### config.mk
export PLATFORM = sky130hd
export DESIGN_NAME = data_ram
export DESIGN_NICKNAME = d
export VERILOG_FILES = /design/src/logic/data_ram.sv
export SDC_FILE = /design/constraint.sdc
export NUM_CORES = 2
export LEC_CHECK = 0
export BUFFER_PORTS_ARGS = -buffer_cell sky130_fd_sc_hd__buf_2
export CORE_MARGIN = 3
export CORE_UTILIZATION = 50
export DETAILED_ROUTE_END_ITERATION = 8
export GPL_ROUTABILITY_DRIVEN = 0
export HOLD_SLACK_MARGIN = 0.02
export PLACE_DENSITY = 0.75
export SLEW_MARGIN = 20
export SYNTH_ARGS = -nofsm -noshare
export SYNTH_HDL_FRONTEND = slang
export SYNTH_SLANG_ARGS = --single-unit
### constraint.sdc
create_clock -name clk -period 15.63 [get_ports clk]
set_clock_uncertainty 0.15 [all_clocks]
set_input_delay 0.7815 -clock clk [delete_from_list [all_inputs] [get_ports clk]]
set_output_delay 0.7815 -clock clk [all_outputs]
set_load 0.02 [all_outputs]
### src/logic/data_ram.sv
`timescale 1ns/1ps

module data_ram #(
    parameter int XLEN       = 64,
    parameter int DMEM_DEPTH = 64
) (
    input  logic                          clk,
    input  logic [$clog2(DMEM_DEPTH)-1:0] addr,
    input  logic                          we,
    input  logic [XLEN-1:0]               wdata,
    output logic [XLEN-1:0]               rdata
);

    logic [XLEN-1:0] mem [DMEM_DEPTH];

    // One port. Read data follows the address by one cycle.
    always_ff @(posedge clk) begin
        if (we) begin
            mem[addr] <= wdata;
        end
        rdata <= mem[addr]; // Old contents on a write, which a store never reads.
    end

endmodule

After elaboration in Yosys (flattened, before gate mapping)
Memory sizes are Yosys's and may differ from the RTL's. A register that Yosys moved wholly into a read port is not among the register bits.
Index checks and enable logic that the tools add are counted.
W data, S select, Z words.

storage, ports and cells
  register bits after elaboration = 0
  memory bits (writable) = 4096
  bits of input ports = 72
  output and inout bits = 64
  logic and storage cells = 3
  memories kept = 1

cells by class
  multiplexer cells = 2

memory list
  name  depth  width  read ports  clocked after Yosys merged registers in  wr ports  RTL line  source
  mem   64     64     1           1                                        1         14        logic [XLEN-1:0] mem [DMEM_DEPTH];

operators by type and width
  operator  number
  $mux W1   2

Logic depth before layout (Yosys ltp)
  depth in word-level cells = 2
  depth in mapped cells = 11

Least setup slack after synthesis
OpenSTA, ideal clock, no wires.

  path kind = input to register
  start point = in addr[2]
  end point = mem mem[15][0], enable pin
  library setup time = 0.487 ns
  data arrival time = 4.798 ns
  required time = 14.993 ns
  path slack = 10.196 ns
  cell stages on the path = 9
  path buffers = 7
  cell sequence = buf_4 > buf_6 > buf_4 > buf_4 > buf_4 > buf_4 > buf_2 > nand3_1 > nor2_1

RTL lines
  element      RTL line  source
  from (decl)  8         input logic [$clog2(DMEM_DEPTH)-1:0] addr,
  to (decl)    14

No word-level cell before the write port.

Worst setup path in the final report
  start point = in addr[0]
  end point = mem mem[55][26], enable pin

No word-level cell before the write port.

==> impl_metrics.py <==
metrics = {
    "status": {
        "status": "completed",
    },
    "cts": {
        "cts-buffers-inserted": 383,
        "cts_num_sinks": 4160,
        "ctsLongestPathBuffers": 4,
        "cts_htree_levels": 5,
        "cts_setup_buffers": 0,
        "ctsHoldBuffers": 0,
        "tritoncts": "done",
        "worst_skew_pair.late_latency_ns": 0.94,
        "clk_transition_reported_paths_ns": 0.06,
        "cts.root.buffer_cell": "sky130_fd_sc_hd__clkbuf_16",
        "post_cts_resize_count": 0,
    },
    "detailed_routing": {
        "wirelength_um": 456000,
        "iteration_count_of_the_initial_detailed_routing_pass": 9,
        "num_vias": 91869,
        "detail-route-antenna-nets": 0,
        "drt_iter0_drc": 15170,
        "vias_per_cell": 6.98,
        "drc_errors": 0,
        "drt-wirelength-per-cell_um": 34.7,
    },
    "global_route": {
        "grt_antenna_before_repair": 32,
        "first_global_vias": 89772,
        "grtUsageTotal_pct": 28.0,
        "grt_start_max_net_pins": 172,
        "first_pass_grt_wire_length_um": 645000,
        "gr-total-overflow": 0,
    },
    "sta": {
        "max_slew.worst_pin.slew_ns": 1.33,
        "min_tclk_post_route_ns": 6.10,
        "timing.max_slew.rel_slack_pct": 11.2,
        "fmax_mhz": 164,
        "setup_violations": 0,
        "slew_viol_final": 0,
        "fin_worst_hold_slack_ns": 0.253,
        "final.setup.tns_ns": 0,
        "grt_setup_unrepaired": "false",
        "min_period_over_period_pct": 39.0,
        "finalHoldViolations": 0,
    },
    "yosys": {
        "ys_async_sr_fraction_pct": 0,
        "synth_largest_type_area_fraction_pct": 79.1,
        "synthDominantAreaCellType": "sky130_fd_sc_hd__edfxtp_1",
        "synthesis.instances": 8619,
        "yosysUniqueCellTypes": 57,
        "synth-edff-count": 4096,
        "total_of_flip_flops_plus_latches_after_synthesis": 4160,
        "post-synth-top-count-cell": "sky130_fd_sc_hd__edfxtp_1",
        "synthesis.area_per_instance_um2": 18.0,
        "ys_warn_count": 0,
        "ys_top_cells_by_area": "sky130_fd_sc_hd__edfxtp_1 79%, sky130_fd_sc_hd__a221oi_1 3.6%, sky130_fd_sc_hd__a22oi_1 3.3%, sky130_fd_sc_hd__mux2i_1 2.2%, sky130_fd_sc_hd__o22ai_1 2.0%",
        "mappedNetlistArea_um2": 155000,
        "part_of_the_yosys_area_used_for_sequential_elements_pct": 79.9,
        "synth.cells.most_frequent": "4,096 x sky130_fd_sc_hd__edfxtp_1, 684 x sky130_fd_sc_hd__a22oi_1, 636 x sky130_fd_sc_hd__a221oi_1",
        "postSynthNetCount": 8691,
        "commonest_register_cell_after_synthesis": "sky130_fd_sc_hd__edfxtp_1",
    },
    "critical_path": {
        "crit_arrival_ns": 6.48,
        "worst_ep_required_time_ns": 16.02,
        "crit_path_start_kind": "primary input",
        "worst-setup-path-type": "primary input to flop",
        "critical_path.endpoint_type": "flop",
        "critPathMaxFanout": 70,
    },
    "finish": {
        "syn2layout_area_growth_pct": 11.7,
        "filler_cell_count": 22149,
        "layout.nets": 8801,
        "drive_gt1_share_pct": 14.3,
    },
    "floorplan": {
        "die_ar_um2": 318000,
        "i_o_pin_total": 136,
        "fp.dieW_um": 564,
        "chipHeight_um": 564,
        "std_cell_rows": 204,
        "coreArea_um2": 309000,
        "initial_utilization_pct": 50.3,
    },
    "power": {
        "power.density_nw_per_um2": 132,
        "static-leakage-power_nw": 53.8,
        "vdd_ir_drop_max_uv": 128,
        "p_total_mw": 22.9,
    },
    "place": {
        "dp_hpwl_um": 237000,
        "placement.io_buffers": 135,
    },
    "min_path": {
        "hold_path.class": "primary input to flop",
    },
    "run": {
        "maxCapViolations": 0,
    },
}
==> cell type report <==
type	count	area, µm²	share of cell area (%)
clock buffers	498	10500	6.02
well taps	4120	5150	2.97
inverters	3	28.8	0.0166
diodes	11	27.5	0.0159
multi-input cells	3801	28900	16.6
flip-flops and latches	4160	124000	71.6
clock inverters	194	1910	1.10
repair buffers	380	2890	1.67
==> state kept, by name, summed over array words and instances (netlist names) <==
register and count:
rdata 64, mem 4096
==> metal layers <==
metal	vias to the layer above	wire length [µm]	global-route usage (%)
li1	36338	-	-
met1	46039	152000	36.4
met2	7990	209000	43.1
met3	1488	67000	7.99
met4	14	28200	14.9
met5	-	280	0.476
==> worst paths after layout <==
kind	start	to	slack, ns	cells past startpoint
setup / recovery	addr[0]	mem[55][26]$_DFFE_PP_	9.53	7
hold / removal	wdata[10]	mem[9][10]$_DFFE_PP_	0.25	1
setup reg to reg	mem[44][15]$_DFFE_PP_	rdata[15]$_DFF_P_	12.93	5
hold reg to reg	mem[18][41]$_DFFE_PP_	rdata[41]$_DFF_P_	0.46	4
==> power breakdown <==
part	internal [mW]	switching (mW)
Clock	5.27	4.02
Combinational	0.310	0.871
Sequential	12.4	0.0635
Total	17.9	4.96
==> stage by stage <==
| stage | worst slack, ns | cell area, µm² | utilization (%) | instances |
|---|---|---|---|---|
| 6_report | 9.53 | 174000 | 56.2 | 13167 |
| 5_1_grt | 9.63 | 174000 | 56.2 | 13160 |
| 4_1_cts | 9.72 | 173000 | 56.1 | 13149 |
| 3_5_place_dp | 8.82 | 161000 | 52.1 | 12457 |
| 3_3_place_gp | 8.94 | 161000 | 52.1 | 12454 |
| 2_1_floorplan | 10.20 | 155000 | - | 8619 |
==> worst max-delay path, stage by stage <==
cell and delay, ns:
sky130_fd_sc_hd__buf_8 0.33, sky130_fd_sc_hd__buf_4 0.81, sky130_fd_sc_hd__and2_4 0.59, sky130_fd_sc_hd__buf_4 0.72, sky130_fd_sc_hd__nand3_1 0.95, sky130_fd_sc_hd__nor2_4 1.19
sky130_fd_sc_hd__buf_4 0.84
==> cell families after synthesis <==
group           synth area share (%)
flops                           79.9
compound gates                  11.3
mux                             4.56
simple gates                    2.28
buf+inv                         1.89
==> cell usage in the layout (no fill, tap or decap), types with 36 or more instances in the layout <==
cell type / n
sky130_fd_sc_hd__nand2_1: 302
sky130_fd_sc_hd__clkinv_1: 66
sky130_fd_sc_hd__nor2_4: 68
sky130_fd_sc_hd__clkinv_2: 61
sky130_fd_sc_hd__a22oi_1: 684
sky130_fd_sc_hd__a221oi_1: 636
sky130_fd_sc_hd__nand4_1: 36
sky130_fd_sc_hd__buf_2: 103
sky130_fd_sc_hd__a21oi_1: 210
sky130_fd_sc_hd__dfxtp_1: 64
sky130_fd_sc_hd__o22ai_1: 506
sky130_fd_sc_hd__clkbuf_1: 82
sky130_fd_sc_hd__mux2i_1: 337
sky130_fd_sc_hd__nor4_1: 58
sky130_fd_sc_hd__clkbuf_16: 393
sky130_fd_sc_hd__mux2_2: 203
sky130_fd_sc_hd__edfxtp_1: 4096
sky130_fd_sc_hd__nor2_1: 233
sky130_fd_sc_hd__buf_4: 253
sky130_fd_sc_hd__mux4_2: 63
sky130_fd_sc_hd__o21ai_0: 139
No activity file was read; power rests on OpenSTA's default activity.
