--- src/logic/issue_pkg.sv ---
package issue_pkg;

    parameter int REG_ADDR_WIDTH = 5; // Register index width, x0 to x31.

    // ~~~~~~~~~~~~~~~~~~~~~~~~~~~~~~~~~~~~~~~~~~~~~~~~~~~~~~~~~~~~~~~~~~~~~~
    // Operation encoding
    // ~~~~~~~~~~~~~~~~~~~~~~~~~~~~~~~~~~~~~~~~~~~~~~~~~~~~~~~~~~~~~~~~~~~~~~
    typedef enum logic [2:0] {
        OP_ADD   = 3'd0, // rd = rs1 + rs2.
        OP_SUB   = 3'd1, // rd = rs1 - rs2.
        OP_AND   = 3'd2,
        OP_OR    = 3'd3,
        OP_XOR   = 3'd4,
        OP_ADDI  = 3'd5, // rd = rs1 + imm.
        OP_LOAD  = 3'd6, // rd = mem[rs1 + imm].
        OP_STORE = 3'd7  // mem[rs1 + imm] = rs2.
    } op_t;

    // Operand source picked by the hazard unit.
    typedef enum logic [1:0] {
        FWD_RF  = 2'd0, // Register file, which already covers WB by write-through.
        FWD_MEM = 2'd1  // ALU result held in the MEM stage.
    } fwd_sel_t;

    // Every op produces a register result except a store.
    function automatic logic op_writes_rd(input op_t op);
        return op != OP_STORE;
    endfunction

endpackage

--- src/logic/reg_file.sv ---
`timescale 1ns/1ps

module reg_file import issue_pkg::*; #(
    parameter int XLEN = 64
) (
    input  logic                      clk,
    input  logic                      rst_n,
    input  logic [REG_ADDR_WIDTH-1:0] raddr1,
    input  logic [REG_ADDR_WIDTH-1:0] raddr2,
    output logic [XLEN-1:0]           rdata1,
    output logic [XLEN-1:0]           rdata2,
    input  logic                      we,
    input  logic [REG_ADDR_WIDTH-1:0] waddr,
    input  logic [XLEN-1:0]           wdata
);

    localparam int NUM_REGS = 1 << REG_ADDR_WIDTH;

    logic [XLEN-1:0] regs [NUM_REGS];
    logic            wr_live; // A write to a real register this cycle.

    assign wr_live = we && (waddr != '0);

    always_ff @(posedge clk or negedge rst_n) begin
        if (!rst_n) begin
            for (int i = 0; i < NUM_REGS; i++) begin
                regs[i] <= '0; // Whole file starts at zero.
            end
        end else if (wr_live) begin
            regs[waddr] <= wdata; // x0 is never written, so it reads zero.
        end
    end

    // Write-through so a WB value is visible to the stage reading this cycle.
    assign rdata1 = (wr_live && raddr1 == waddr) ? wdata : regs[raddr1];
    assign rdata2 = (wr_live && raddr2 == waddr) ? wdata : regs[raddr2];

endmodule

--- config.mk ---
export PLATFORM = sky130hd
export DESIGN_NAME = reg_file
export DESIGN_NICKNAME = d
export VERILOG_FILES = /design/src/logic/issue_pkg.sv /design/src/logic/reg_file.sv
export SDC_FILE = /design/constraint.sdc
export NUM_CORES = 2
export LEC_CHECK = 0
export ABC_CLOCK_PERIOD_IN_PS = 3800
export BUFFER_PORTS_ARGS = -buffer_cell sky130_fd_sc_hd__buf_2
export CORE_ASPECT_RATIO = 1.1
export CORE_UTILIZATION = 55
export DETAILED_ROUTE_END_ITERATION = 16
export PLACE_DENSITY = 0.71
export SLEW_MARGIN = 20
export SYNTH_ARGS = -nofsm -noshare
export SYNTH_HDL_FRONTEND = slang
export SYNTH_SLANG_ARGS = --single-unit
--- constraint.sdc ---
create_clock -name clk -period 3.8 [get_ports clk]
set_clock_uncertainty 0.2 [all_clocks]
set_input_delay 0.76 -clock clk [delete_from_list [all_inputs] [get_ports clk]]
set_output_delay 0.76 -clock clk [all_outputs]
set_load 0.02 [all_outputs]
==> Word level (Yosys, flattened, before mapping) <==
Cells that the tools add are included.
W data, S select, Z words.
{ "classes": {"muxes": 11, "order_cmp": 4, "bitwise": 3, "n_eq_ne": 2, "n_reduce_logical": 5} }
{ "op_table": {"columns": ["op", "n"], "rows": [
  ["$bwmux W2048", 1],
  ["$bmux W64 S5", 2],
  ["$mux W64", 7],
  ["$demux W64 S5", 1],
  ["$ge A6 B6 Y1 const B", 3],
  ["$not A5 Y6", 3],
  ["$eq A5 B5 Y1", 2],
  ["$lt A6 B1 Y1 const B", 1],
  ["$reduce_bool A5 Y1", 1],
  ["$logic_and A1 B1 Y1", 4]
]} }
{ "totals": {"inputBits": 82, "reg_bits": 2048} }

==> Longest topological paths before layout <==
{ "depth": {"word_depth": 6, "ltp_mapped": 10, "mapped_depth_nobuf": 5} }

==> Least setup slack after synthesis <==
OpenSTA, ideal clock, no wires.
{ "synth_timing": {"kind": "input to output", "start": "in waddr[0]", "end": "out rdata1[62]", "setup_slack_ns": 0.197, "n_path_buf": 4, "stages": 8, "t_arrival_ns": 2.643, "path_cell_list": "buf_2 nor2_1 a21bo_1 or4_1 clkbuf_1 buf_2 buf_2 o21ai_0"} }
{ "synth_via": {"elab_chain_len": 4} }
{ "synth_lines": {"columns": ["item", "line", "rtl"], "rows": [
  ["start, declared", "reg_file.sv:13", "input logic [REG_ADDR_WIDTH-1:0] waddr,"],
  ["$reduce_bool A5 Y1", "reg_file.sv:22", "assign wr_live = we && (waddr != '0);"],
  ["$logic_and A1 B1 Y1", "reg_file.sv:22", null],
  ["$logic_and A1 B1 Y1 (*)", "reg_file.sv:35", "assign rdata1 = (wr_live && raddr1 == waddr) ? wdata : regs[raddr1];"],
  ["$mux W64 (*)", "reg_file.sv:35", null],
  ["end, declared", "reg_file.sv:10", "output logic [XLEN-1:0] rdata1,"]
]} }
Every way passes the cells marked *; elsewhere a longest branch is shown, timed or not.

==> Worst setup path in the final report <==
{ "layout_timing": {"start": "in raddr2[0]", "end": "out rdata2[36]"} }
{ "layout_via": {"elab_chain_len": 5} }
{ "layout_lines": {"columns": ["item", "line", "rtl"], "rows": [
  ["start, declared", "reg_file.sv:9", "input logic [REG_ADDR_WIDTH-1:0] raddr2,"],
  ["$not A5 Y6 (not written as such)", "reg_file.sv:36", "assign rdata2 = (wr_live && raddr2 == waddr) ? wdata : regs[raddr2];"],
  ["$bmux W64 S5", "reg_file.sv:36", null],
  ["$mux W64 (not written as such) (2 in a row)", "reg_file.sv:36", null],
  ["$mux W64 (*)", "reg_file.sv:36", null],
  ["end, declared", "reg_file.sv:11", "output logic [XLEN-1:0] rdata2,"]
]} }
Every way passes the cells marked *; elsewhere a longest branch is shown, timed or not. The select of a mux whose other input is x is not followed.

==> metrics.txt <==
slowest cell delay on critical path=between 0.4 and 0.5 ns; Synth warnings=0; insertion delay of the later-clocked pin in the worst-skew pair=0.88 ns; leak pwr=57.5 nW; final worst slack=-0.130 ns; syn_nets=7464; Core Box Area=between 0.15 and 0.2 mm²; CTS Buffer Depth=3; status=complete, but fails checks; areal power density over the cells=508 mW/mm²; area of the multi-input gates=0.0555 mm²; die outline width=roughly 430 µm; Slew @ Worst Pin=between 1 and 1.5 ns; Main synth FF type=sky130_fd_sc_hd__dfrtp_1; violated checks=negative setup slack; required time of the worst setup path=approximately 2.8 ns; top flop regs=regs: 2048 flops; clock-pin slew reported for the worst setup and hold paths after clock tree synthesis=0.06 ns; peak ir drop on the vdd network=~0.47 mV; Starting DRT DRC Count=10376; count of buffering cells on the critical path with inverters included=7; fraction of the core area covered by cells at the end of the flow=67.3%; Hold Vio Cnt, Final=0; most used standard cells in the synthesized netlist=2048 x sky130_fd_sc_hd__dfrtp_1, 2017 x sky130_fd_sc_hd__mux2_2, 895 x sky130_fd_sc_hd__mux4_2; proportion of register bits with asynchronous set or reset after synthesis=100%; Seq/Total Area, Yosys=47.1%; unrepaired setup endpoints after global routing=true; worst relative slew slack=about 33%; area of the die=0.200 mm²; Final Max Slew Viols=0; TritonCTS clock tree=built; setup slack of the worst register-to-register path=2.68 ns; number of top-level pins=210; area of the mapped netlist=0.109 mm²; Chip Height=469 µm; most common cell in the netlist=sky130_fd_sc_hd__dfrtp_1; Yosys cell types=50; Root Buffer Master=sky130_fd_sc_hd__clkbuf_16; remaining antenna violation count after routing=0; Largest delay share family, worst path=buffers and inverters; synthesized area per cell=around 15 µm²; number of sinks on the clock net=2048; most frequent cell on the critical path=sky130_fd_sc_hd__buf_4; flip-flop count of the largest register, all copies and words added=2048; kind of critical path=in2out; synth-to-layout area growth=21.0%; post-synthesis register bit count=slightly above 2000; vias per inst=7.30; HPWL Detailed=243000 µm; cell taking the most area after synthesis=sky130_fd_sc_hd__dfrtp_1; number of enable-type register cells in the synthesized netlist=0; weighted congestion reported at the end of routability-driven placement=0.915; worst setup slack before clock tree synthesis=-0.681 ns; Slowest cell on crit path=sky130_fd_sc_hd__mux4_2; finished layout cell area=0.132 mm²; critical-path cell list=buf_16 -> buf_4 -> buf_12 -> buf_4 -> mux4_2 -> a22o_1 -> o21ai_2 -> buf_4 -> o221ai_1 -> buf_4 -> buf_4; Achievable Freq=around 0.25 GHz; register name with the most flops=regs; global-route wire length before repair=569000 µm; highest-utilization routing layer at the global route stage=met2; data arrival at the endpoint of the critical path=2.97 ns; wire per inst=37.1 µm; count of final setup violators=41; Final period util=103%; final wirelength=397000 µm; # DRC=0; Power, Total=66.9 mW; Max Cap Viol=0; count of filler cells inserted in the layout=13056; leading post-synthesis cells by cell area=sky130_fd_sc_hd__dfrtp_1 47%, sky130_fd_sc_hd__mux2_2 21%, sky130_fd_sc_hd__mux4_2 19%; share of the synthesized area in the top cell type=47.1%; initial antenna violation count=33; highest net fanout along the worst path=5; routed via count=78305; number of H-tree levels=4; vias in the first global route=80426; number of nets in the finished design=about 8000; Global Route met2 Usage=59.2%; minimum hold slack=between 0.09 and 0.1 ns; maximum number of pins on one net before global-route repair=111; Port Buf Inserts=209; startpoint type of the worst setup path=input port; area taken by flip-flops and latches=0.0512 mm²; clock period minus worst slack=3.93 ns; number of placement rows=170; GRT met3 Usage=12.2%; class of the tightest hold or removal check=in2reg; residual overflow from global routing=0; Initial Utilization=55.6%; ratio of cells with drive above 1 in the final layout=59.5%; iteration count of the initial detailed-routing pass=6; Num CTS Buffers=~210; Setup crit end kind=output port; Global Route met1 Usage=just over 50%; post-placement cell area=0.119 mm²; cell count after synthesis=7382; global routing usage summed across all routing layers=between 30 and 40%
-- per-stage QoR --
| step | instances | TNS, ns |
|---|---|---|
| floorplan | 7382 | 0 |
| global placement | 10125 | -28.59 |
| detailed placement | 10125 | -31.84 |
| CTS | 10646 | -1.44 |
| global route | 10702 | -2.04 |
| finish | 10725 | -1.44 |
-- cell families (layout without fill, tap and decap cells) --
logic type / Yosys count / in the layout / share of synthesized area (%)
flops: 2048 / 2048 / 47.1
buf+inv: 890 / 1623 / 3.85
simple gates: 327 / 327 / 1.35
xor+xnor: 10 / 10 / 0.0804
other cells: 0 / 30 / 0
mux: 3187 / 3187 / 41.9
compound gates: 920 / 920 / 5.76
-- power breakdown --
part	leakage, nW	internal (mW)	switching [mW]
clock network	3.56	12.5	9.24
registers	26.3	26.0	3.23
logic	27.6	9.13	6.77
total	57.5	47.6	19.2
-- timing repair --
action / CTS / global route
pin swaps: 68 / 125
cloned: 27 / 9
hold buffers: 1 / 0
endpoints found under the setup margin: 128 / 113
buffers inserted: 116 / 58
resized for setup: 409 / 318
hold endpoints to repair: 105 / 0
-- worst paths after layout --
kind / from / end / cells after the start
hold reg to reg: regs[2008] / regs[2008] / 0
min in group asynchronous: rst_n / regs[825] / 2
setup / recovery: raddr2[0] / rdata2[36] / 11
hold / removal: wdata[46] / regs[1454] / 2
max in group asynchronous: rst_n / regs[514] / 5
setup reg to reg: regs[777] / regs[777] / 2
-- layout make-up --
cell class / instances / area share (%)
diodes: 30 / 0.0570
clock buffers: 309 / 4.68
clock inverters: 76 / 0.798
inverters: 9 / 0.0294
multi-input cells: 4444 / 42.2
flip-flops and latches: 2048 / 38.9
well taps: 2580 / 2.45
repair buffers: 1229 / 10.9
-- metal layers --
layer,routed length [µm],part of all wire [%]
met2,180000,45
met4,29700,7.5
met5,199,0.050
met1,140000,35
met3,48300,12
-- cells in the final DEF, fill, tap and decap left out, drive strengths merged, types with 33 or more instances in the layout --
cell type,instances
o21ai,119
a22o,39
mux2,2017
o22ai,148
nand3,41
clkbuf,322
nand2,93
nor2,126
mux4,895
mux2i,275
dfrtp,2048
a21oi,168
o221ai,140
clkinv,45
a31oi,33
buf,1207
a22oi,151
Power figures use the tool's default switching activity.
