--- src/logic/issue_pkg.sv ---
package issue_pkg;

    parameter int REG_ADDR_WIDTH = 5; // Register index width, x0 to x31.

    // ~~~~~~~~~~~~~~~~~~~~~~~~~~~~~~~~~~~~~~~~~~~~~~~~~~~~~~~~~~~~~~~~~~~~~~
    // Operation encoding
    // ~~~~~~~~~~~~~~~~~~~~~~~~~~~~~~~~~~~~~~~~~~~~~~~~~~~~~~~~~~~~~~~~~~~~~~
    typedef enum logic [2:0] {
        OP_ADD   = 3'd0, // rd = rs1 + rs2.
        OP_SUB   = 3'd1, // rd = rs1 - rs2.
        OP_AND   = 3'd2,
        OP_OR    = 3'd3,
        OP_XOR   = 3'd4,
        OP_ADDI  = 3'd5, // rd = rs1 + imm.
        OP_LOAD  = 3'd6, // rd = mem[rs1 + imm].
        OP_STORE = 3'd7  // mem[rs1 + imm] = rs2.
    } op_t;

    // Operand source picked by the hazard unit.
    typedef enum logic [1:0] {
        FWD_RF  = 2'd0, // Register file, which already covers WB by write-through.
        FWD_MEM = 2'd1  // ALU result held in the MEM stage.
    } fwd_sel_t;

    // Every op produces a register result except a store.
    function automatic logic op_writes_rd(input op_t op);
        return op != OP_STORE;
    endfunction

endpackage

--- src/logic/issue_hazard.sv ---
`timescale 1ns/1ps

module issue_hazard import issue_pkg::*; (
    input  logic                      in_valid,
    input  op_t                       in_op,
    input  logic [REG_ADDR_WIDTH-1:0] in_rs1,
    input  logic [REG_ADDR_WIDTH-1:0] in_rs2,
    input  logic                      ex_valid,
    input  logic [REG_ADDR_WIDTH-1:0] ex_rd,
    input  logic                      ex_wr,
    input  logic                      mem_valid,
    input  logic [REG_ADDR_WIDTH-1:0] mem_rd,
    input  logic                      mem_wr,
    input  logic                      mem_is_load,
    output logic                      stall,
    output fwd_sel_t                  fwd1,
    output fwd_sel_t                  fwd2
);

    logic chk1; // Operand 1 carries a real dependency.
    logic chk2;
    logic ex_hit1; // A source matches the instruction in EX.
    logic ex_hit2;
    logic ld_hit1; // A source matches a load still in MEM.
    logic ld_hit2;
    logic alu_hit1; // A source matches an ALU result ready in MEM.
    logic alu_hit2;

    // x0 never holds a dependency, and ADDI and LOAD leave rs2 unread.
    assign chk1 = in_rs1 != '0;
    assign chk2 = (in_rs2 != '0) && (in_op != OP_ADDI) && (in_op != OP_LOAD);

    assign ex_hit1 = chk1 && ex_valid && ex_wr && (in_rs1 == ex_rd);
    assign ex_hit2 = chk2 && ex_valid && ex_wr && (in_rs2 == ex_rd);

    assign ld_hit1 = chk1 && mem_valid && mem_is_load && (in_rs1 == mem_rd);
    assign ld_hit2 = chk2 && mem_valid && mem_is_load && (in_rs2 == mem_rd);

    assign alu_hit1 = chk1 && mem_valid && mem_wr && !mem_is_load && (in_rs1 == mem_rd);
    assign alu_hit2 = chk2 && mem_valid && mem_wr && !mem_is_load && (in_rs2 == mem_rd);

    // An EX result is not ready yet; a load waits until its data reaches WB.
    assign stall = in_valid && (ex_hit1 || ex_hit2 || ld_hit1 || ld_hit2);

    assign fwd1 = alu_hit1 ? FWD_MEM : FWD_RF; // EX match already stalls.
    assign fwd2 = alu_hit2 ? FWD_MEM : FWD_RF;

endmodule

--- config.mk ---
export PLATFORM = sky130hd
export DESIGN_NAME = issue_hazard
export DESIGN_NICKNAME = d
export VERILOG_FILES = /design/src/logic/issue_pkg.sv /design/src/logic/issue_hazard.sv
export SDC_FILE = /design/constraint.sdc
export NUM_CORES = 1
export LEC_CHECK = 0
export BUFFER_PORTS_ARGS = -buffer_cell sky130_fd_sc_hd__buf_2
export CORE_AREA = 3 3 40 42
export DETAILED_ROUTE_END_ITERATION = 8
export DIE_AREA = 0 0 43 45
export GPL_ROUTABILITY_DRIVEN = 0
export PLACE_DENSITY_LB_ADDON = 0.25
export SYNTH_ARGS = -nofsm -noshare
export SYNTH_HDL_FRONTEND = slang
export SYNTH_SLANG_ARGS = --single-unit
--- constraint.sdc ---
create_clock -name vclk -period 3.08
set_clock_uncertainty 0.2 [all_clocks]
set_input_delay 0.154 -clock vclk [all_inputs]
set_output_delay 0.154 -clock vclk [all_outputs]
set_load 0.005 [all_outputs]
# Yosys cells after proc, flatten, opt, wreduce, memory -nomap -nowiden
# Index checks and enable logic that the tools add are counted.
# totals
register_bits,0
inputBits,29
out_inout_bits,5
wordCells,35
# classes
eq_ne,6
mux,2
n_reduce_logical,27
# op_table
operator,n
logical AND 1 bit,21
equality test 5 bit,4
nonzero test 5 bit,2
"!= test 3 bit, second input constant",2
logical OR 1 bit,3
2-to-1 mux 1 bit,2
logical NOT 1 bit,1

# Logic depth before layout (Yosys ltp)
# Gate-level depths: netlist (run 1).
# depth
ltp_word,10
depth_mapped,5
ltp_nobuf,5

# Worst setup path before layout (run 1)
# Ideal clock, no wire load.
# synth_timing
path_kind,input to output
start,input port in_rs2[1]
end,output port fwd2[0]
arrival_ps,1170
required_ps,2726
slack_ps,1556
cell_stages,5
n_path_buf,1
path_cell_list,or4_4 -> o2bb2ai_2 -> nor3_1 -> and3b_1 -> buf_4
# synth_via
elab_chain_cells,8
elab_cells_between_ends,9
classes_between,eq/ne: 1; mux: 1; reduce/logical: 7
# synth_lines
element,line,text
"start, declared",issue_hazard.sv:7,"input logic [REG_ADDR_WIDTH-1:0] in_rs2,"
nonzero test 5 bit,issue_hazard.sv:31,assign chk2 = (in_rs2 != '0) && (in_op != OP_ADDI) && (in_op != OP_LOAD);
logical AND 1 bit (2 in series),issue_hazard.sv:31,
logical AND 1 bit (3 in series),issue_hazard.sv:40,assign alu_hit2 = chk2 && mem_valid && mem_wr && !mem_is_load && (in_rs2 == mem_rd);
logical AND 1 bit *,issue_hazard.sv:40,
net alu_hit2,issue_hazard.sv:27,logic alu_hit2;
2-to-1 mux 1 bit *,issue_hazard.sv:46,assign fwd2 = alu_hit2 ? FWD_MEM : FWD_RF;
"end, declared",issue_hazard.sv:17,output fwd_sel_t fwd2
# The timed path passes the listed nets; every way through them passes the cells marked *.

# Worst setup path after layout (run 1)
# layout_timing
start,input port in_rs2[1]
end,output port stall
# layout_via
elab_chain_cells,10
elab_cells_between_ends,15
classes_between,eq/ne: 2; reduce/logical: 13
# layout_lines
element,line,text
nonzero test 5 bit,issue_hazard.sv:31,
logical AND 1 bit (2 in series),issue_hazard.sv:31,
logical AND 1 bit (3 in series),issue_hazard.sv:34,assign ex_hit2 = chk2 && ex_valid && ex_wr && (in_rs2 == ex_rd);
logical OR 1 bit (2 in series),issue_hazard.sv:43,assign stall = in_valid && (ex_hit1 || ex_hit2 || ld_hit1 || ld_hit2);
logical OR 1 bit *,issue_hazard.sv:43,
logical AND 1 bit *,issue_hazard.sv:43,
"end, declared",issue_hazard.sv:15,"output logic stall,"
# Every way passes the cells marked *; elsewhere a longest branch is shown, timed or not.

==> results of run 1 <==
final cells by class:
type	count	area [µm²]	share of cell area, %
inverter	2	7.507	1.493
tap	15	18.77	3.731
timing repair buffer	32	160.2	31.84
multi-input combinational	42	316.6	62.94
cell families (layout without fill, tap and decap cells):
family,count (synthesis),after routing,share of synthesized area (%)
XOR/XNOR,19,19,47.50
AND/OR/NAND/NOR,15,15,26.79
AO/OA/AOI/OAI,6,6,13.93
buffers and inverters,6,34,10.72
other,1,2,1.070
metrics by stage:
stage | area (µm²) | hold slack (ns)
2_1_floorplan | 354.1 | 0.2237
3_3_place_gp | 503.0 | 0.4304
3_5_place_dp | 503.0 | 0.4235
4_1_cts | 503.0 | 0.4264
5_1_grt | 503.0 | 0.4524
6_report | 503.0 | 0.4258
worst paths after layout:
path | end | cells after the start | slack, ns
worst min-delay path | stall | 3 | 0.43
worst max-delay path | stall | 7 | 1.29
layout by cell type (no fill, tap or decap), drive strengths merged:
master / n
o2bb2ai: 1
conb: 2
inv: 2
nor3: 1
o22ai: 1
a21oi: 1
o21ai: 1
and3b: 2
nor2: 2
xor2: 7
a221o: 1
or4: 2
nor4: 3
xnor2: 12
nand4: 3
buf: 32
a21boi: 1
nand2: 2
where the power goes:
group | leakage, nW | internal [mW] | switching (mW) | total [mW]
clock network | 0 | 0 | 0 | 0
logic | 0.244 | 0.0327 | 0.0273 | 0.0600
registers | 0 | 0 | 0 | 0
per-layer routing:
| metal | up-vias | part of all wire (%) | track usage (%) | routed length, µm |
|---|---|---|---|---|
| li1 | 221 | - | - | - |
| met1 | 177 | 42 | 14.76 | 397 |
| met2 | 18 | 49 | 18.86 | 460 |
| met3 | 0 | 9.5 | 0.7968 | 90 |
| met4 | 0 | 0 | 0 | 0 |
| met5 | - | 0 | 0 | 0 |
==> metrics.md, run 1 <==
| Metric | Value |
|---|---|
| Outcome | `complete, no violations` |
| Post-synthesis cell type count | `19` |
| Leading post-synthesis cells by cell area | `xnor2_1 30%, xor2_1 18%, buf_4 8.6%, nand4_1 5.4%, nor4_1 5.4%` |
| Synth Area per Inst | `~7.5 µm²` |
| Yosys top cell by area | `xnor2_1` |
| Initial drt markers | `3` |
| YS warnings | `0` |
| Hold WC Path Type | `input port to primary output` |
| Initial Utilization | `between 20% and 30%` |
| Placed Cells | `a little over 90` |
| Die H | `roughly 45 µm` |
| Overall Power | `between 0.06 and 0.07 mW` |
| Seq/Total Area, Yosys | `0%` |
| Final Instance Count excl. Fillers | `91` |
| Cell Chain, Critical Path | `buf_2 -> or4_4 -> o2bb2ai_2 -> nor4_1 -> a21oi_1 -> a21boi_1 -> buf_2` |
| First-pass GRT wire length | `1669 µm` |
| Fin worst setup slack | `roughly 1.3 ns` |
| Drt total wl | `948 µm` |
| Top-area cell type share of the netlist area | `30.00%` |
| Nets | `107` |
| Antenna violations before repair | `0` |
| Top cells by count, synth | `12 x xnor2_1, 7 x xor2_1, 4 x buf_4` |
| Num sequential | `0` |
| Most common cell on crit path | `buf_2` |
| Via/cell ratio | `4.571` |
| Final slew viol count | `0` |
| Reported max-cap violation count | `0` |
| Lkg Pwr | `about 0.24 nW` |
| I/O Buffers | `32` |
| Core Area | `roughly 1300 µm²` |
| Synthesis-to-finish area growth | `43.57%` |
| Fin Setup TNS | `0 ns` |
| Startpoint Class | `input port` |
| Pre-antenna DRT Iters | `3` |
| Post-CTS Setup Bufs | `0` |
| Final period utilization | `roughly three fifths` |
| CP max FO | `3` |
| F_max | `around 0.56 GHz` |
| Max incr delay on CP | `0.53 ns` |
| CLK BUF | `0` |
| CP max-delay cell | `or4_4` |
| Row cnt | `13` |
| Syn Std Cell Area | `350.3 µm²` |
| Wirelength per Cell | `around 10 µm` |
| Layout cells sized above 1 | `approximately 45%` |
| Critical Path Start | `in_rs2[1]` |
| Number of global-route vias before repair | `between 300 and 400` |
| Top Family by Delay on Critical Path | `simple AND/OR/NAND/NOR gates` |
| Filler cell count | `~140` |
| Hpwl dp | `approximately 910 µm` |
| Fin crit period | `1.787 ns` |
| Critical path capture point type | `primary output` |
| Setup WS pre-CTS | `1.293 ns` |
| Antenna diode count | `0` |
| GRT Util Overall | `between 10% and 20%` |
| Die Area | `between 1500 and 2000 µm²` |
| Hold path startpoint | `in_valid` |
| Largest net degree at the start of global routing | `5` |
| Final Hold Fails | `0` |
| DRC | `0` |
| Buf/Inv on CP | `2` |
| Hold_buf cts | `0` |
| Syn Inst Count | `47` |
| Via count | `roughly 420` |
| Most frequent cell after synthesis | `xnor2_1` |
| Storage cell area | `0 µm²` |
| Post-CTS Resized | `0` |
| Final core utilization | `between 30% and 40%` |
| Critical Path RT | `about 2.7 ns` |
| Die width | `43 µm` |
| Overflow after GRT | `0` |
| Worst VDD drop | `around 0.054 mV` |
| Top Ports | `34` |
| Final setup fails | `0` |
| Crit path kind | `input port to primary output` |
| RSZ-0062 raised after global routing | `no` |
| CP Data Arrival Time | `about 1.4 ns` |
| Post-route ant nets | `0` |
| PD cells | `119.3 nW/µm²` |
Power figures use the tool's default switching activity.
==> run 2, diff against run 1 <==
==> constraint.sdc (replaced) <==
create_clock -name vclk -period 1.9
set_clock_uncertainty 0.2 [all_clocks]
set_input_delay 0.095 -clock vclk [all_inputs]
set_output_delay 0.095 -clock vclk [all_outputs]
set_load 0.005 [all_outputs]
==> metrics.md, run 2 (synthesis results as in run 1) <==
| Metric | Value |
|---|---|
| Fin Setup TNS | `0 ns (unchanged)` |
| GRT Util Overall | `10.45% (-0.083 points)` |
| Wirelength per Cell | `10.36 µm (-0.53%)` |
| Antenna violations before repair | `0 (unchanged)` |
| CLK BUF | `0 (unchanged)` |
| Hpwl dp | `915.3 µm (+0.16%)` |
| Initial drt markers | `1 (-2)` |
| Storage cell area | `0 µm² (unchanged)` |
| Switching share of total power | `45.51% (about the same)` |
| Pre-antenna DRT Iters | `2 (-1)` |
| Antenna diode count | `0 (unchanged)` |
| Overall Power | `0.09737 mW (+62%)` |
| Final period utilization | `86.38%` |
| Filler cell count | `148 (+3.5%)` |
| RSZ-0062 raised after global routing | `no` |
| Post-DP Area | `503.0 µm² (unchanged)` |
| I/O Buffers | `32 (unchanged)` |
| Post-CTS Setup Bufs | `0 (unchanged)` |
| Reported max-cap violation count | `0 (unchanged)` |
| Fin worst setup slack | `0.2588 ns (-1.035 ns)` |
| Final Hold Fails | `0 (unchanged)` |
| Hold Path Cell Cnt | `3 (unchanged)` |
| Nets | `107 (unchanged)` |
| Psw | `0.04431 mW (+62%)` |
| Outcome | `complete, no violations` |
| Startpoint Class | `input port` |
| Part of the power in the clock network | `0% (unchanged)` |
| Post-CTS Resized | `0 (unchanged)` |
| Synthesis-to-finish area growth | `43.57% (unchanged)` |
| Internal | `0.05306 mW (+62%)` |
| Comb pwr share | `100.0% (about the same)` |
| Num sequential | `0 (unchanged)` |
| Hold path startpoint | `in_valid` |
| Number of global-route vias before repair | `401 (+3.4%)` |
| Most frequent cells in the layout | `32 x buf_2, 12 x xnor2_1, 7 x xor2_1` |
| CP Data Arrival Time | `1.35 ns (-0.08 ns)` |
| Worst Hold End | `stall` |
| Reg power frac | `0% (unchanged)` |
| Overflow after GRT | `0 (unchanged)` |
| Setup WS pre-CTS | `0.2532 ns (-1.039 ns)` |
| Via/cell ratio | `4.571 (unchanged)` |
| Most common cell after layout, fill and taps aside | `buf_2` |
| Layout cells sized above 1 | `44.74% (unchanged)` |
| Lkg Pwr | `0.2438 nW (unchanged)` |
| F_max | `between 0.6 and 0.7 GHz` |
| First-pass GRT wire length | `1662 µm (-0.42%)` |
| Crit path kind | `input port to primary output` |
| Core Area | `1285 µm² (unchanged)` |
| Post-route ant nets | `0 (unchanged)` |
| CP max FO | `3 (unchanged)` |
| Worst VDD drop | `0.08313 mV (+55%)` |
| Initial Utilization | `27.26% (unchanged)` |
| PD cells | `193.6 nW/µm² (+62%)` |
| Critical Path RT | `1.60 ns (-1.13 ns)` |
| Worst Hold Margin | `0.3139 ns (-0.1119 ns)` |
| DRC | `0 (unchanged)` |
| Hold_buf cts | `0 (unchanged)` |
| Top Ports | `34 (unchanged)` |
| Die width | `43 µm (unchanged)` |
| Row cnt | `13 (unchanged)` |
| Die H | `45 µm (unchanged)` |
| Die Area | `1935 µm² (unchanged)` |
| Via count | `416 (unchanged)` |
| Critical path capture point type | `primary output` |
| Fin crit period | `1.641 ns` |
| Final slew viol count | `0 (unchanged)` |
| Largest net degree at the start of global routing | `5 (unchanged)` |
| Design Area, Final | `503.0 µm² (unchanged)` |
| Final setup fails | `0 (unchanged)` |
| Drt total wl | `943 µm (-0.53%)` |
| Hold WC Path Type | `input port to primary output` |
[run 2: cell counts in the layout (fill, tap and decap cells not counted)]
Identical to the previous run, type by type.
[run 2: cell type report]
class	instances	area [µm²]	area share, %
Timing Repair Buffer	32	160.2	31.84
Tap cell	15	18.77	3.731
Multi-Input combinational cell	42	316.6	62.94
Inverter	2	7.507	1.493
[run 2: worst max-delay path: stages]
cell and delay, ns:
buf_2 0.12, or4_4 0.53, o2bb2ai_2 0.17, nor4_1 0.07
a21oi_1 0.16, a21boi_1 0.08, buf_2 0.13
[run 2: metal layers]
metal / up-vias / track usage (%) / routed length (µm)
met5: - / 0 / 0
met4: 0 / 0 / 0
met3: 0 / 0.7968 / 92
met2: 18 / 19.46 / 460
met1: 178 / 14.05 / 390
li1: 220 / - / -
[run 2: worst max path at each step]
stage / start / end / slack, ns / cells after the start
detailed placement: in_rs2[1] / stall / 0.25 / 7
CTS: in_rs2[1] / stall / 0.24 / 7
floorplan: in_rs2[1] / fwd2[0] / 0.49 / 5
global placement: in_rs1[1] / stall / 0.23 / 7
global route: in_rs2[1] / stall / 0.15 / 7
finish: in_rs2[1] / stall / 0.26 / 7
[run 2: power by group through the flow]
stage	Combinational (mW)	Sequential, mW	Clock [mW]
6_report	0.0974	0	0
5_1_grt	0.110	0	0
4_1_cts	0.0986	0	0
3_5_place_dp	0.0983	0	0
3_3_place_gp	0.0988	0	0
2_1_floorplan	0.0503	0	0
[run 2: per-stage QoR]
step                util [%]  std cells
floorplan                  -         48
global placement       39.14         91
detailed placement     39.14         91
CTS                    39.14         91
global route           39.14         91
finish                 39.14         91
