## config.mk

```make
export PLATFORM = sky130hd
export DESIGN_NAME = issue_stage
export DESIGN_NICKNAME = d
export VERILOG_FILES = /design/src/logic/issue_pkg.sv /design/src/logic/issue_stage.sv
export SDC_FILE = /design/constraint.sdc
export NUM_CORES = 1
export LEC_CHECK = 0
export ABC_AREA = 0
export BUFFER_PORTS_ARGS = -buffer_cell sky130_fd_sc_hd__buf_2
export CAP_MARGIN = 0
export CORE_AREA = 10 10 185 187
export CTS_CLUSTER_SIZE = 24
export DETAILED_ROUTE_END_ITERATION = 10
export DIE_AREA = 0 0 195 197
export PLACE_DENSITY_LB_ADDON = 0.2
export SLEW_MARGIN = 30
export SYNTH_ARGS = -nofsm -noshare
export SYNTH_HDL_FRONTEND = slang
export SYNTH_SLANG_ARGS = --single-unit
```

## constraint.sdc

```tcl
create_clock -name clk -period 10.7 [get_ports clk]
set_clock_uncertainty 0.05 [all_clocks]
set_input_delay 2.14 -clock clk [delete_from_list [all_inputs] [get_ports clk]]
set_output_delay 2.14 -clock clk [all_outputs]
set_load 0.05 [all_outputs]
```

## src/logic/issue_pkg.sv

```systemverilog
package issue_pkg;

    parameter int REG_ADDR_WIDTH = 5; // Register index width, x0 to x31.

    // ~~~~~~~~~~~~~~~~~~~~~~~~~~~~~~~~~~~~~~~~~~~~~~~~~~~~~~~~~~~~~~~~~~~~~~
    // Operation encoding
    // ~~~~~~~~~~~~~~~~~~~~~~~~~~~~~~~~~~~~~~~~~~~~~~~~~~~~~~~~~~~~~~~~~~~~~~
    typedef enum logic [2:0] {
        OP_ADD   = 3'd0, // rd = rs1 + rs2.
        OP_SUB   = 3'd1, // rd = rs1 - rs2.
        OP_AND   = 3'd2,
        OP_OR    = 3'd3,
        OP_XOR   = 3'd4,
        OP_ADDI  = 3'd5, // rd = rs1 + imm.
        OP_LOAD  = 3'd6, // rd = mem[rs1 + imm].
        OP_STORE = 3'd7  // mem[rs1 + imm] = rs2.
    } op_t;

    // Operand source picked by the hazard unit.
    typedef enum logic [1:0] {
        FWD_RF  = 2'd0, // Register file, which already covers WB by write-through.
        FWD_MEM = 2'd1  // ALU result held in the MEM stage.
    } fwd_sel_t;

    // Every op produces a register result except a store.
    function automatic logic op_writes_rd(input op_t op);
        return op != OP_STORE;
    endfunction

endpackage

```

## src/logic/issue_stage.sv

```systemverilog
`timescale 1ns/1ps

module issue_stage import issue_pkg::*; #(
    parameter int XLEN = 64
) (
    input  logic                      clk,
    input  logic                      rst_n,
    input  logic                      in_valid,
    output logic                      in_ready,
    input  op_t                       in_op,
    input  logic [REG_ADDR_WIDTH-1:0] in_rd,
    input  logic [REG_ADDR_WIDTH-1:0] in_rs1,
    input  logic [REG_ADDR_WIDTH-1:0] in_rs2,
    input  logic [XLEN-1:0]           in_imm,
    input  logic                      stall,
    input  fwd_sel_t                  fwd1,
    input  fwd_sel_t                  fwd2,
    output logic [REG_ADDR_WIDTH-1:0] rf_raddr1,
    output logic [REG_ADDR_WIDTH-1:0] rf_raddr2,
    input  logic [XLEN-1:0]           rf_rdata1,
    input  logic [XLEN-1:0]           rf_rdata2,
    input  logic [XLEN-1:0]           mem_fwd_data,
    output logic                      iss_valid,
    output op_t                       iss_op,
    output logic [REG_ADDR_WIDTH-1:0] iss_rd,
    output logic [XLEN-1:0]           iss_a,
    output logic [XLEN-1:0]           iss_b,
    output logic [XLEN-1:0]           iss_imm
);

    logic            run; // Set on the first edge after reset.
    logic            take; // Input transfer this cycle.
    logic [XLEN-1:0] opnd_a;
    logic [XLEN-1:0] opnd_b;

    // ~~~~~~~~~~~~~~~~~~~~~~~~~~~~~~~~~~~~~~~~~~~~~~~~~~~~~~~~~~~~~~~~~~~~~~
    // Handshake and operand read
    // ~~~~~~~~~~~~~~~~~~~~~~~~~~~~~~~~~~~~~~~~~~~~~~~~~~~~~~~~~~~~~~~~~~~~~~
    always_ff @(posedge clk or negedge rst_n) begin
        if (!rst_n) begin
            run <= 1'b0;
        end else begin
            run <= 1'b1;
        end
    end

    assign in_ready = run && !stall; // Held low while reset is asserted.
    assign take     = in_valid && in_ready;

    assign rf_raddr1 = in_rs1; // The register file answers in the same cycle.
    assign rf_raddr2 = in_rs2;

    assign opnd_a = (fwd1 == FWD_MEM) ? mem_fwd_data : rf_rdata1;
    assign opnd_b = (fwd2 == FWD_MEM) ? mem_fwd_data : rf_rdata2;

    // ~~~~~~~~~~~~~~~~~~~~~~~~~~~~~~~~~~~~~~~~~~~~~~~~~~~~~~~~~~~~~~~~~~~~~~
    // EX-entry register
    // ~~~~~~~~~~~~~~~~~~~~~~~~~~~~~~~~~~~~~~~~~~~~~~~~~~~~~~~~~~~~~~~~~~~~~~
    always_ff @(posedge clk or negedge rst_n) begin
        if (!rst_n) begin
            iss_valid <= 1'b0;
        end else begin
            iss_valid <= take; // A stall or idle cycle sends a bubble.
        end
    end

    always_ff @(posedge clk) begin
        if (take) begin
            iss_op  <= in_op;
            iss_rd  <= in_rd;
            iss_a   <= opnd_a;
            iss_b   <= opnd_b;
            iss_imm <= in_imm;
        end
    end

endmodule

```

---- After elaboration in Yosys (flattened, before gate mapping) ----
Cells that the tools add are included.
operators by class
  reduce and logical (&&, ||, !) cells .... 3
  equality and inequality tests ........... 2
  muxes and demuxes ....................... 2
operators with widths
  operator                                                               number
  64-bit two-way mux                                                     2
  2-bit by 1-bit equality test with 1-bit output, second input constant  2
  1-bit logical AND                                                      2
  1-bit logical NOT                                                      1
word-level totals
  register bits ........................... 202
  logic and storage cells ................. 14
  bits of input ports ..................... 282
  output and inout port bits .............. 212

---- Longest topological paths before layout ----
Gate-level depths: netlist of run 1.
  depth in word-level cells ............... 3
  depth in mapped cells ................... 4
  gate-level depth less buffers ........... 2

---- Worst setup path after synthesis of run 1 ----
OpenSTA, ideal clock, no wires.
  path type ............................... input-to-reg
  start point ............................. input port stall
  end point ............................... register iss_valid
  slack ................................... 2.493 ns
  arrival ................................. 7.540 ns
  data required time ...................... 10.033 ns
  setup time .............................. 0.617 ns
  path buffers ............................ 0
  stages .................................. 2
  cells stage by stage .................... nor2b_1 > and2_1
between the ends
  longest elaborated chain between the ends .. 3
ends and longest elaborated chain
  item                  line               text
  from (decl)           issue_stage.sv:15  input logic stall,
  1-bit logical NOT     issue_stage.sv:47  assign in_ready = run && !stall;
  1-bit logical AND     issue_stage.sv:47
  1-bit logical AND     issue_stage.sv:48  assign take = in_valid && in_ready;
  via take              issue_stage.sv:32  logic take;
  to (signal assigned)  issue_stage.sv:63  iss_valid <= take;
  to (decl)             issue_stage.sv:23  output logic iss_valid,
The timed path passes the listed nets, and every way through them passes these cells.
A chain may end at the register's enable or synchronous reset.

---- Worst setup path in the final report of run 1 ----
  start point ............................. input port stall
  end point ............................... output port in_ready
between the ends
  longest elaborated chain between the ends .. 2
ends and longest elaborated chain
  item               line               text
  1-bit logical NOT  issue_stage.sv:47
  1-bit logical AND  issue_stage.sv:47
  to (decl)          issue_stage.sv:9   output logic in_ready,
No other way between the ends.

==> results of run 1 <==
## cell type report
type	count	area, um^2	area share [%]
antenna	3	7.51	0.0647
clock buffer	30	644	5.55
clock inverter	13	58.8	0.507
multi-input combinational	133	1940	16.7
sequential	202	6060	52.2
tap	396	495	4.27
timing repair buffer	478	2410	20.7
## Yosys cell counts
cell type / instances
and2_1: 1
buf_12: 7
buf_4: 10
buf_6: 1
buf_8: 6
conb_1: 1
dfrtp_1: 2
edfxtp_1: 200
mux2_2: 8
mux2_4: 120
nand2b_4: 1
nor2b_1: 1
nor2b_4: 1
## critical path, delay by kind of cell
family	cells	cell delay, ns
buffers and inverters	2	0.37
AND/OR/NAND/NOR	1	0.13
## layer usage
layer	routed length, um	global-route usage (%)	vias up
met2	14600	24.4	306
li1	-	-	2365
met1	9320	13.0	2384
met5	44	0	-
met3	3300	6.72	46
met4	454	3.11	6
## state kept, by name (all words and copies together), names as in the netlist
register and flops:
iss_imm 64, iss_rd 5, iss_op 3, iss_valid 1, iss_b 64, run 1, iss_a 64
## kinds of logic after synthesis
kind of cell           count (synthesis)  synth area share, %
DFF                                  202                 72.9
muxes                                128                 22.8
buffers and inverters                 24                 3.81
and+or+nand+nor                        4                0.482
other                                  1               0.0451
## stage by stage
step	util, %	hold slack (ns)
finish	38.1	0.985
global route	38.1	1.06
CTS	38.1	1.01
detailed placement	35.8	1.00
global placement	35.8	1.01
floorplan	-	1.79
## final timing paths
check / from / end / slack, ns / cells past startpoint
worst min-delay path: run / iss_valid / 0.99 / 2
worst min register to register: run / iss_valid / 0.99 / 2
min in group asynchronous: rst_n / iss_valid / 1.36 / 1
worst max register to register: run / iss_b[9] / 8.20 / 3
max in group asynchronous: rst_n / run / 9.14 / 1
worst max-delay path: stall / in_ready / 5.86 / 3
## where the power goes
part / switching, mW / internal [mW]
clock network: 0.310 / 0.423
registers: 0.00489 / 0.903
logic: 0.144 / 0.106
total: 0.459 / 1.43
==> run summary, run 1 <==
P_leak: 5.14 nW
Final WS setup: 5.86 ns
post-DR wirelength/cell: 22.1 um
Bufs on Longest Clock Path: 3
chip height: 197 um
sequential area share after synthesis: 72.9%
worst-path maximum fanout: 2
RSZ-0062 raised after global routing: no
synth unique cells: 13
hpwl dp: 22100 um
Final Wtd Congestion: 0.717
Area Growth Syn to Fin: 39.7%
Root Buffer: clkbuf_16
initial core utilization: 27.3%
pin count of the biggest net entering global routing: 73
Final setup viols: 0
DRT Pass-1 Iters: 4
Yosys Warn Count: 0
first-pass GRT wire length: 38700 um
total CTS buffers: 24
GRT Total Usage: 13.3%
vias in the first global route: 5624
max-cap viol count: 0
synthesized instance count: 359
commonest non-fill, non-tap cell in the layout: buf_2
Avg Synthesized Cell Area: 23.1 um^2
Slew @ Worst Pin: 0.868 ns
Routed Antenna Nets: 0
Worst-Skew Late Latency: 0.50 ns
Hold Fails Final Rpt: 0
FF+latch count, synth: 202
most frequent cells in the layout: 473 x buf_2, 200 x edfxtp_1, 120 x mux2_4, 25 x clkbuf_16
Final #Nets: 1121
Slew Limit Fails: 0
H-tree depth: 1
post-synth net total: 641
fill cell count: 2968
post-CTS setup buffer count: 0
Core ar.: 0.0304 mm^2
final instance area: 0.0116 mm^2
cts hold-fix bufs: 0
Via density: 4.07
total grt overflow: 0
layout cells sized above 1: 74.6%
Worst VDD drop: 89.4 uV
post-CTS sizing: 0
Routed WL: 27700 um
pwr dens: 163 mW/mm^2
CP peak stage delay: 0.28 ns
initial DRC count: 197
largest area contributor in the netlist: edfxtp_1
sum of negative setup slack: 0 ns
Worst Setup End Kind: primary output
top cell type's share of synthesized area: 72.3%
top cells by area, synth: edfxtp_1 72%, mux2_4 22%, buf_12 1.7%, buf_8 1.1%, mux2_2 1.1%
relative slew slack: 42.1%
# clock sinks: 202
CP arrival: 2.65 ns
Die ar.: 0.0384 mm^2
slowest CP cell: buf_2
crit path time final: 4.84 ns
Site Rows: 64
crit start category: primary input
critical path type: primary input to primary output
post-synthesis cell area: 0.00831 mm^2
Worst-path clk slew: 0.05 ns
Worst EP required: 8.51 ns
CTS tree: yes
die width: 195 um
I/O pin count: 494
DRC violations left: 0
Worst Hold Class: flip-flop to flip-flop
Tcrit/Tclk final: 45.3%
Peak Freq: 207 MHz
DP Area: 0.0109 mm^2
CP most frequent cell: buf_2
CP Cell Sequence: buf_2 -> nor2b_1 -> buf_2
Vias: 5107
Placed Cells: 1209
IO Port Bufs: 473
Place WS: 5.86 ns
Pwr Total: 1.89 mW
Final Non-Filler Cells: 1255
status: complete, no violations
initial antenna violation count: 9
No activity file was read; power rests on OpenSTA's default activity.
==> inputs of run 2 (changes only) <==
Settings changed: ABC_AREA 0 to 1, CORE_AREA 10 10 185 187 to 10 10 186 188, DIE_AREA 0 0 195 197 to 0 0 196 198.
Clock period 10.7 ns to 5.08 ns, I/O delays scaled along.
==> run 2 against run 1 <==
Compared with the run above:
- register-to-register slack got worse by 4.9 ns
- design area decreased by 1.9%
- clock power increased by 120%
- sequential power increased by 110%
- synthesized cell count up 80%
- power grew 110%
==> run summary, run 2 <==
status: complete, no violations (unchanged)
CP arrival: 2.80 ns (was 2.65 ns)
Pint: 2.97 mW (was 1.43 mW)
Worst-path clk slew: 0.06 ns (was 0.05 ns)
Final #Nets: 1384 (was 1121)
total grt overflow: 0 (unchanged)
Reg power frac: 47.7% (was 48.0%)
switch share: 25.8% (was 24.3%)
IO Port Bufs: 473 (unchanged)
Slew Limit Fails: 0 (unchanged)
initial DRC count: 274 (was 197)
Worst VDD drop: 209 uV (was 89.4 uV)
Tcrit/Tclk final: 50.8%
initial antenna violation count: 5 (was 9)
CTS tree: yes (unchanged)
pin count of the biggest net entering global routing: 116 (was 73)
first-pass GRT wire length: 45700 um (was 38700 um)
post-synthesis cell area: 0.00816 mm^2 (was 0.00831 mm^2)
Synth top cells by count: 256 x nand2_1, 200 x edfxtp_1, 128 x nand3_1 (was 200 x edfxtp_1, 120 x mux2_4, 10 x buf_4)
crit start category: primary input (unchanged)
post-CTS sizing: 0 (unchanged)
vias in the first global route: 6933 (was 5624)
final instance area: 0.0114 mm^2 (was 0.0116 mm^2)
NetSw: 1.04 mW (was 0.459 mW)
DP Area: 0.0107 mm^2 (was 0.0109 mm^2)
Final Non-Filler Cells: 1524 (was 1255)
max-cap viol count: 0 (unchanged)
critical path type: primary input to flip-flop (was primary input to primary output)
slowest CP cell: inv_2 (was buf_2)
Worst path top cell family by delay: buffers and inverters (unchanged)
flop2flop setup slack: 3.33 ns (was 8.20 ns)
Placed Cells: 1478 (was 1209)
Hold Fails Final Rpt: 0 (unchanged)
FF+latch count, synth: 202 (unchanged)
relative slew slack: 45.9% (was 42.1%)
Yosys Warn Count: 0 (unchanged)
CP peak stage delay: 0.51 ns (was 0.28 ns)
crit path time final: 2.58 ns
Routed Antenna Nets: 0 (unchanged)
FFs w/ async S/R, synth: 0.990% (unchanged)
Final Wtd Congestion: 0.790 (was 0.717)
initial core utilization: 26.3% (was 27.3%)
largest area contributor in the netlist: edfxtp_1 (unchanged)
Vias: 6590 (was 5107)
Peak Freq: 387 MHz
CP Cell Sequence: buf_2 -> inv_2 -> nand2_2 -> buf_4 -> nand2_1 -> nand2_1 (was buf_2 -> nor2b_1 -> buf_2)
RSZ-0062 raised after global routing: no (unchanged)
Worst Hold Class: primary input to asynchronous set/reset pin (was flip-flop to flip-flop)
Site Rows: 65 (was 64)
DRT Pass-1 Iters: 4 (unchanged)
Worst R2R Path Depth: 3 (unchanged)
cts hold-fix bufs: 0 (unchanged)
# clock sinks: 202 (unchanged)
post-DR wirelength/cell: 21.1 um (was 22.1 um)
Bufs on Longest Clock Path: 3 (unchanged)
sequential area share after synthesis: 74.2% (was 72.9%)
r2r startpoint: run (unchanged)
layout cells sized above 1: 46.2% (was 74.6%)
GRT Total Usage: 15.4% (was 13.3%)
most frequent cells in the layout: 473 x buf_2, 256 x nand2_1, 200 x edfxtp_1, 128 x nand3_1, 24 x clkbuf_16 (was 473 x buf_2, 200 x edfxtp_1, 120 x mux2_4, 25 x clkbuf_16)
most common cell in the netlist: nand2_1 (was edfxtp_1)
EDFF count, synth: 200 (unchanged)
Logic pwr share: 12.6% (was 13.2%)
top cell type's share of synthesized area: 73.6% (was 72.3%)
post-CTS setup buffer count: 0 (unchanged)
pwr dens: 352 mW/mm^2 (was 163 mW/mm^2)
Area Growth Syn to Fin: 39.6% (was 39.7%)
Root Buffer: clkbuf_16 (unchanged)
total CTS buffers: 24 (unchanged)
worst-path maximum fanout: 45 (was 2)
die width: 196 um (was 195 um)
synth unique cells: 13 (unchanged)
synthesized instance count: 645 (was 359)
Clk pwr share: 39.7% (was 38.8%)
hpwl dp: 24300 um (was 22100 um)
fin util: 36.7% (was 38.1%)
CP bufs+invs: 3 (was 2)
Avg Synthesized Cell Area: 12.6 um^2 (was 23.1 um^2)
commonest non-fill, non-tap cell in the layout: buf_2 (unchanged)
Worst Setup End Kind: flip-flop (was primary output)
Die ar.: 0.0388 mm^2 (was 0.0384 mm^2)
Slew @ Worst Pin: 0.812 ns (was 0.868 ns)
Routed WL: 32200 um (was 27700 um)
chip height: 198 um (was 197 um)
Via density: 4.32 (was 4.07)
Worst EP required: 5.30 ns (was 8.51 ns)
reg2reg end: iss_a[13] (was iss_b[9])
Core ar.: 0.0311 mm^2 (was 0.0304 mm^2)
Final setup viols: 0 (unchanged)
P_leak: 5.26 nW (was 5.14 nW)
H-tree depth: 1 (unchanged)
CP most frequent cell: nand2_1 (was buf_2)
post-synth net total: 927 (was 641)
top cells by area, synth: edfxtp_1 74%, nand2_1 12%, nand3_1 7.9%, clkbuf_8 2.5%, buf_4 1.6% (was edfxtp_1 72%, mux2_4 22%, buf_12 1.7%, buf_8 1.1%, mux2_2 1.1%)
I/O pin count: 494 (unchanged)
DRC violations left: 0 (unchanged)
Worst-Skew Late Latency: 0.52 ns (was 0.50 ns)
Hold Worst Slack: 0.214 ns (was 0.985 ns)
Synth Flop Type: edfxtp_1 (unchanged)
Regs by FF count: iss_a x64, iss_b x64, iss_imm x64 (unchanged)
-- run 2: cell types whose count changed after synthesis, sizes merged --
| cell | previous run | this run |
|---|---|---|
| nand2 | 0 | 258 |
| nor3 | 0 | 1 |
| inv | 0 | 4 |
| buf | 24 | 35 |
| nor2 | 0 | 1 |
| mux2 | 128 | 0 |
| clkbuf | 0 | 15 |
| nand3 | 0 | 128 |
| nor2b | 2 | 0 |
| and2 | 1 | 0 |
| nand2b | 1 | 0 |
-- run 2: logic make-up (layout without fill, tap and decap cells) --
group	Yosys count	in the layout	share of synthesized area [%]
AND/OR/NAND/NOR	388	388	19.9
flip-flops	202	202	74.2
buffers and inverters	54	528	5.84
other	1	4	0.0460
-- run 2: layout make-up --
| cell class | instances | area (um^2) |
|---|---|---|
| fill | 3200 | 19700 |
| sequential | 202 | 6060 |
| timing repair buffer | 481 | 2450 |
| multi-input combinational | 389 | 1640 |
| clock buffer | 34 | 638 |
| tap | 402 | 503 |
| clock inverter | 9 | 77.6 |
| inverter | 4 | 15.0 |
| antenna | 3 | 7.51 |
-- run 2: per-stage QoR --
stage	setup slack [ns]	power [mW]	TNS (ns)
after global routing	2.35	4.19	0
after floorplan	-1.21	2.29	-238.56
after CTS	2.48	4.08	0
after global placement	1.98	2.46	0
after detailed placement	1.92	2.46	0
final	2.50	4.01	0
-- run 2: worst max path at each step --
stage / from / to / slack (ns) / cells past startpoint
6_report: fwd2[1] / iss_b[49] / 2.50 / 6
5_1_grt: fwd2[1] / iss_b[1] / 2.35 / 6
4_1_cts: fwd2[1] / iss_b[1] / 2.48 / 6
3_5_place_dp: fwd2[1] / iss_b[1] / 1.92 / 6
3_3_place_gp: fwd2[1] / iss_b[35] / 1.98 / 6
2_1_floorplan: stall / iss_valid / -1.21 / 1
-- run 2: power groups by stage --
stage,combinational (mW),sequential [mW],clock (mW)
2_1_floorplan,0.172,2.12,0
3_3_place_gp,0.508,1.95,0
3_5_place_dp,0.513,1.95,0
4_1_cts,0.514,1.91,1.65
5_1_grt,0.549,1.92,1.72
6_report,0.507,1.91,1.59
-- run 2: metal layers --
metal / wire length [um] / share of wire, % / global-route usage [%]
met2: 16400 / 51 / 27.0
met5: 34 / 0.11 / 0
met1: 11200 / 35 / 16.2
met4: 1220 / 3.8 / 6.14
met3: 3330 / 10 / 6.17
==> inputs of run 3 (changes only) <==
Settings changed: CORE_AREA 10 10 186 188 to 10 10 184 186, DIE_AREA 0 0 196 198 to 0 0 194 196.
Clock period 5.08 ns to 2.3 ns, I/O delays scaled along.
==> run 3 against run 2 <==
Compared with the run above:
- utilization increased by 1.5 points
- clock power is 120% higher
- combinational power is 130% higher
- setup slack got worse by 2.0 ns
- via count increased by 0.82%
- sequential cell count unchanged
- die area decreased by 2.0%
==> run summary, run 3 (synthesis results as in run 2) <==
Peak Freq: 562 MHz
# clock sinks: 202 (unchanged)
Routed Antenna Nets: 0 (unchanged)
post-CTS sizing: 0 (unchanged)
total grt overflow: 0 (unchanged)
critical path type: flip-flop to primary output (was primary input to flip-flop)
pin count of the biggest net entering global routing: 78 (was 116)
total CTS buffers: 24 (unchanged)
initial antenna violation count: 5 (unchanged)
DRT Pass-1 Iters: 5 (was 4)
Core ar.: 0.0303 mm^2 (was 0.0311 mm^2)
Placed Cells: 1480 (was 1478)
IO Port Bufs: 473 (unchanged)
crit path time final: 1.78 ns
DRC violations left: 0 (unchanged)
Vias: 6644 (was 6590)
first-pass GRT wire length: 46600 um (was 45700 um)
Worst-path clk slew: 0.06 ns (about the same)
I/O pin count: 494 (unchanged)
Bufs on Longest Clock Path: 3 (unchanged)
Site Rows: 64 (was 65)
RSZ-0062 raised after global routing: no (unchanged)
max-cap viol count: 0 (unchanged)
die width: 194 um (was 196 um)
status: complete, no violations (unchanged)
Final WS setup: 0.519 ns (was 2.50 ns)
Worst-Skew Late Latency: 0.50 ns (was 0.52 ns)
Final #Nets: 1393 (was 1384)
Worst Hold Class: primary input to flip-flop (was primary input to asynchronous set/reset pin)
fill cell count: 3084 (was 3200)
final instance area: 0.0115 mm^2 (was 0.0114 mm^2)
H-tree depth: 1 (unchanged)
DP Area: 0.0108 mm^2 (was 0.0107 mm^2)
CTS tree: yes (unchanged)
Via density: 4.35 (was 4.32)
Slew Limit Fails: 0 (unchanged)
commonest non-fill, non-tap cell in the layout: buf_2 (unchanged)
chip height: 196 um (was 198 um)
Final Wtd Congestion: 0.794 (was 0.790)
Regs by FF count: iss_a x64, iss_b x64, iss_imm x64 (unchanged)
vias in the first global route: 7120 (was 6933)
Place WS: 0.468 ns (was 1.92 ns)
post-DR wirelength/cell: 21.1 um (about the same)
Routed WL: 32300 um (was 32200 um)
Worst Setup End Kind: primary output (was flip-flop)
Die ar.: 0.0380 mm^2 (was 0.0388 mm^2)
cts hold-fix bufs: 1 (was 0)
Area Growth Syn to Fin: 41.5% (was 39.6%)
flop2flop setup slack: 0.68 ns (was 3.33 ns)
hpwl dp: 24600 um (was 24300 um)
CP arrival: 1.27 ns (was 2.80 ns)
Tcrit/Tclk final: 77.4%
Final setup viols: 0 (unchanged)
layout cells sized above 1: 46.5% (was 46.2%)
Worst VDD drop: 420 uV (was 209 uV)
Worst EP required: 1.79 ns (was 5.30 ns)
area occupied by multi-input gates: 0.00164 mm^2 (unchanged)
Hold Fails Final Rpt: 0 (unchanged)
Root Buffer: clkbuf_16 (unchanged)
P_leak: 5.34 nW (was 5.26 nW)
fin util: 38.1% (was 36.7%)
initial core utilization: 27.0% (was 26.3%)
Final Non-Filler Cells: 1529 (was 1524)
Sequential Area: 0.00606 mm^2 (unchanged)
pwr dens: 772 mW/mm^2 (was 352 mW/mm^2)
post-CTS setup buffer count: 0 (unchanged)
worst-path maximum fanout: 2 (was 45)
crit start category: flip-flop (was primary input)
initial DRC count: 306 (was 274)
GRT Total Usage: 15.9% (was 15.4%)
most frequent cells in the layout: 473 x buf_2, 256 x nand2_1, 200 x edfxtp_1, 128 x nand3_1, 25 x clkbuf_16 (was 473 x buf_2, 256 x nand2_1, 200 x edfxtp_1, 128 x nand3_1, 24 x clkbuf_16)
run 3: changes by cell type in the layout (fill, tap and decap cells not counted), sizes merged:
cell / delta
diode: +2
clkbuf: -4
buf: +8
dlygate4sd3: +1
clkinv: +4
run 3: routing by layer:
layer	up-vias	routed length, um	global-route usage (%)
met5	-	0	0
met4	0	872	5.30
met3	61	2990	5.12
met2	334	16700	28.5
met1	3068	11700	17.4
li1	3181	-	-
run 3: final timing paths:
check | from | to | cells past startpoint
min in group asynchronous | rst_n | run | 2
max reg2reg | run | iss_b[20] | 4
max | run | in_ready | 3
min | in_imm[13] | iss_imm[13] | 1
min reg2reg | run | iss_valid | 3
max in group asynchronous | rst_n | iss_valid | 2
run 3: area by class of cell:
class,instances,share of cell area (%)
diodes,5,0.108
clock buffers,30,5.58
clock inverters,13,0.726
inverters,4,0.130
multi-input cells,389,14.2
flip-flops and latches,202,52.5
well taps,396,4.29
repair buffers,490,22.5
run 3: per-stage QoR:
step | power, mW | setup TNS [ns] | hold WS [ns]
6_report | 8.91 | 0 | 0.0732
5_1_grt | 9.29 | 0 | 0.0468
4_1_cts | 9.04 | 0 | 0.0430
3_5_place_dp | 5.47 | 0 | 0.198
3_3_place_gp | 5.45 | 0 | 0.196
2_1_floorplan | 5.07 | -685.58 | 0.114
run 3: critical path: stages (launching register included):
cell and delay [ns]:
dfrtp_1 0.31, inv_1 0.06, nor2_1 0.11, buf_2 0.28
run 3: power by group:
part | internal [mW] | switching [mW] | leakage (nW)
sequential | 4.20 | 0.0256 | 1.87
clock | 2.08 | 1.46 | 0.357
combinational | 0.350 | 0.799 | 3.11
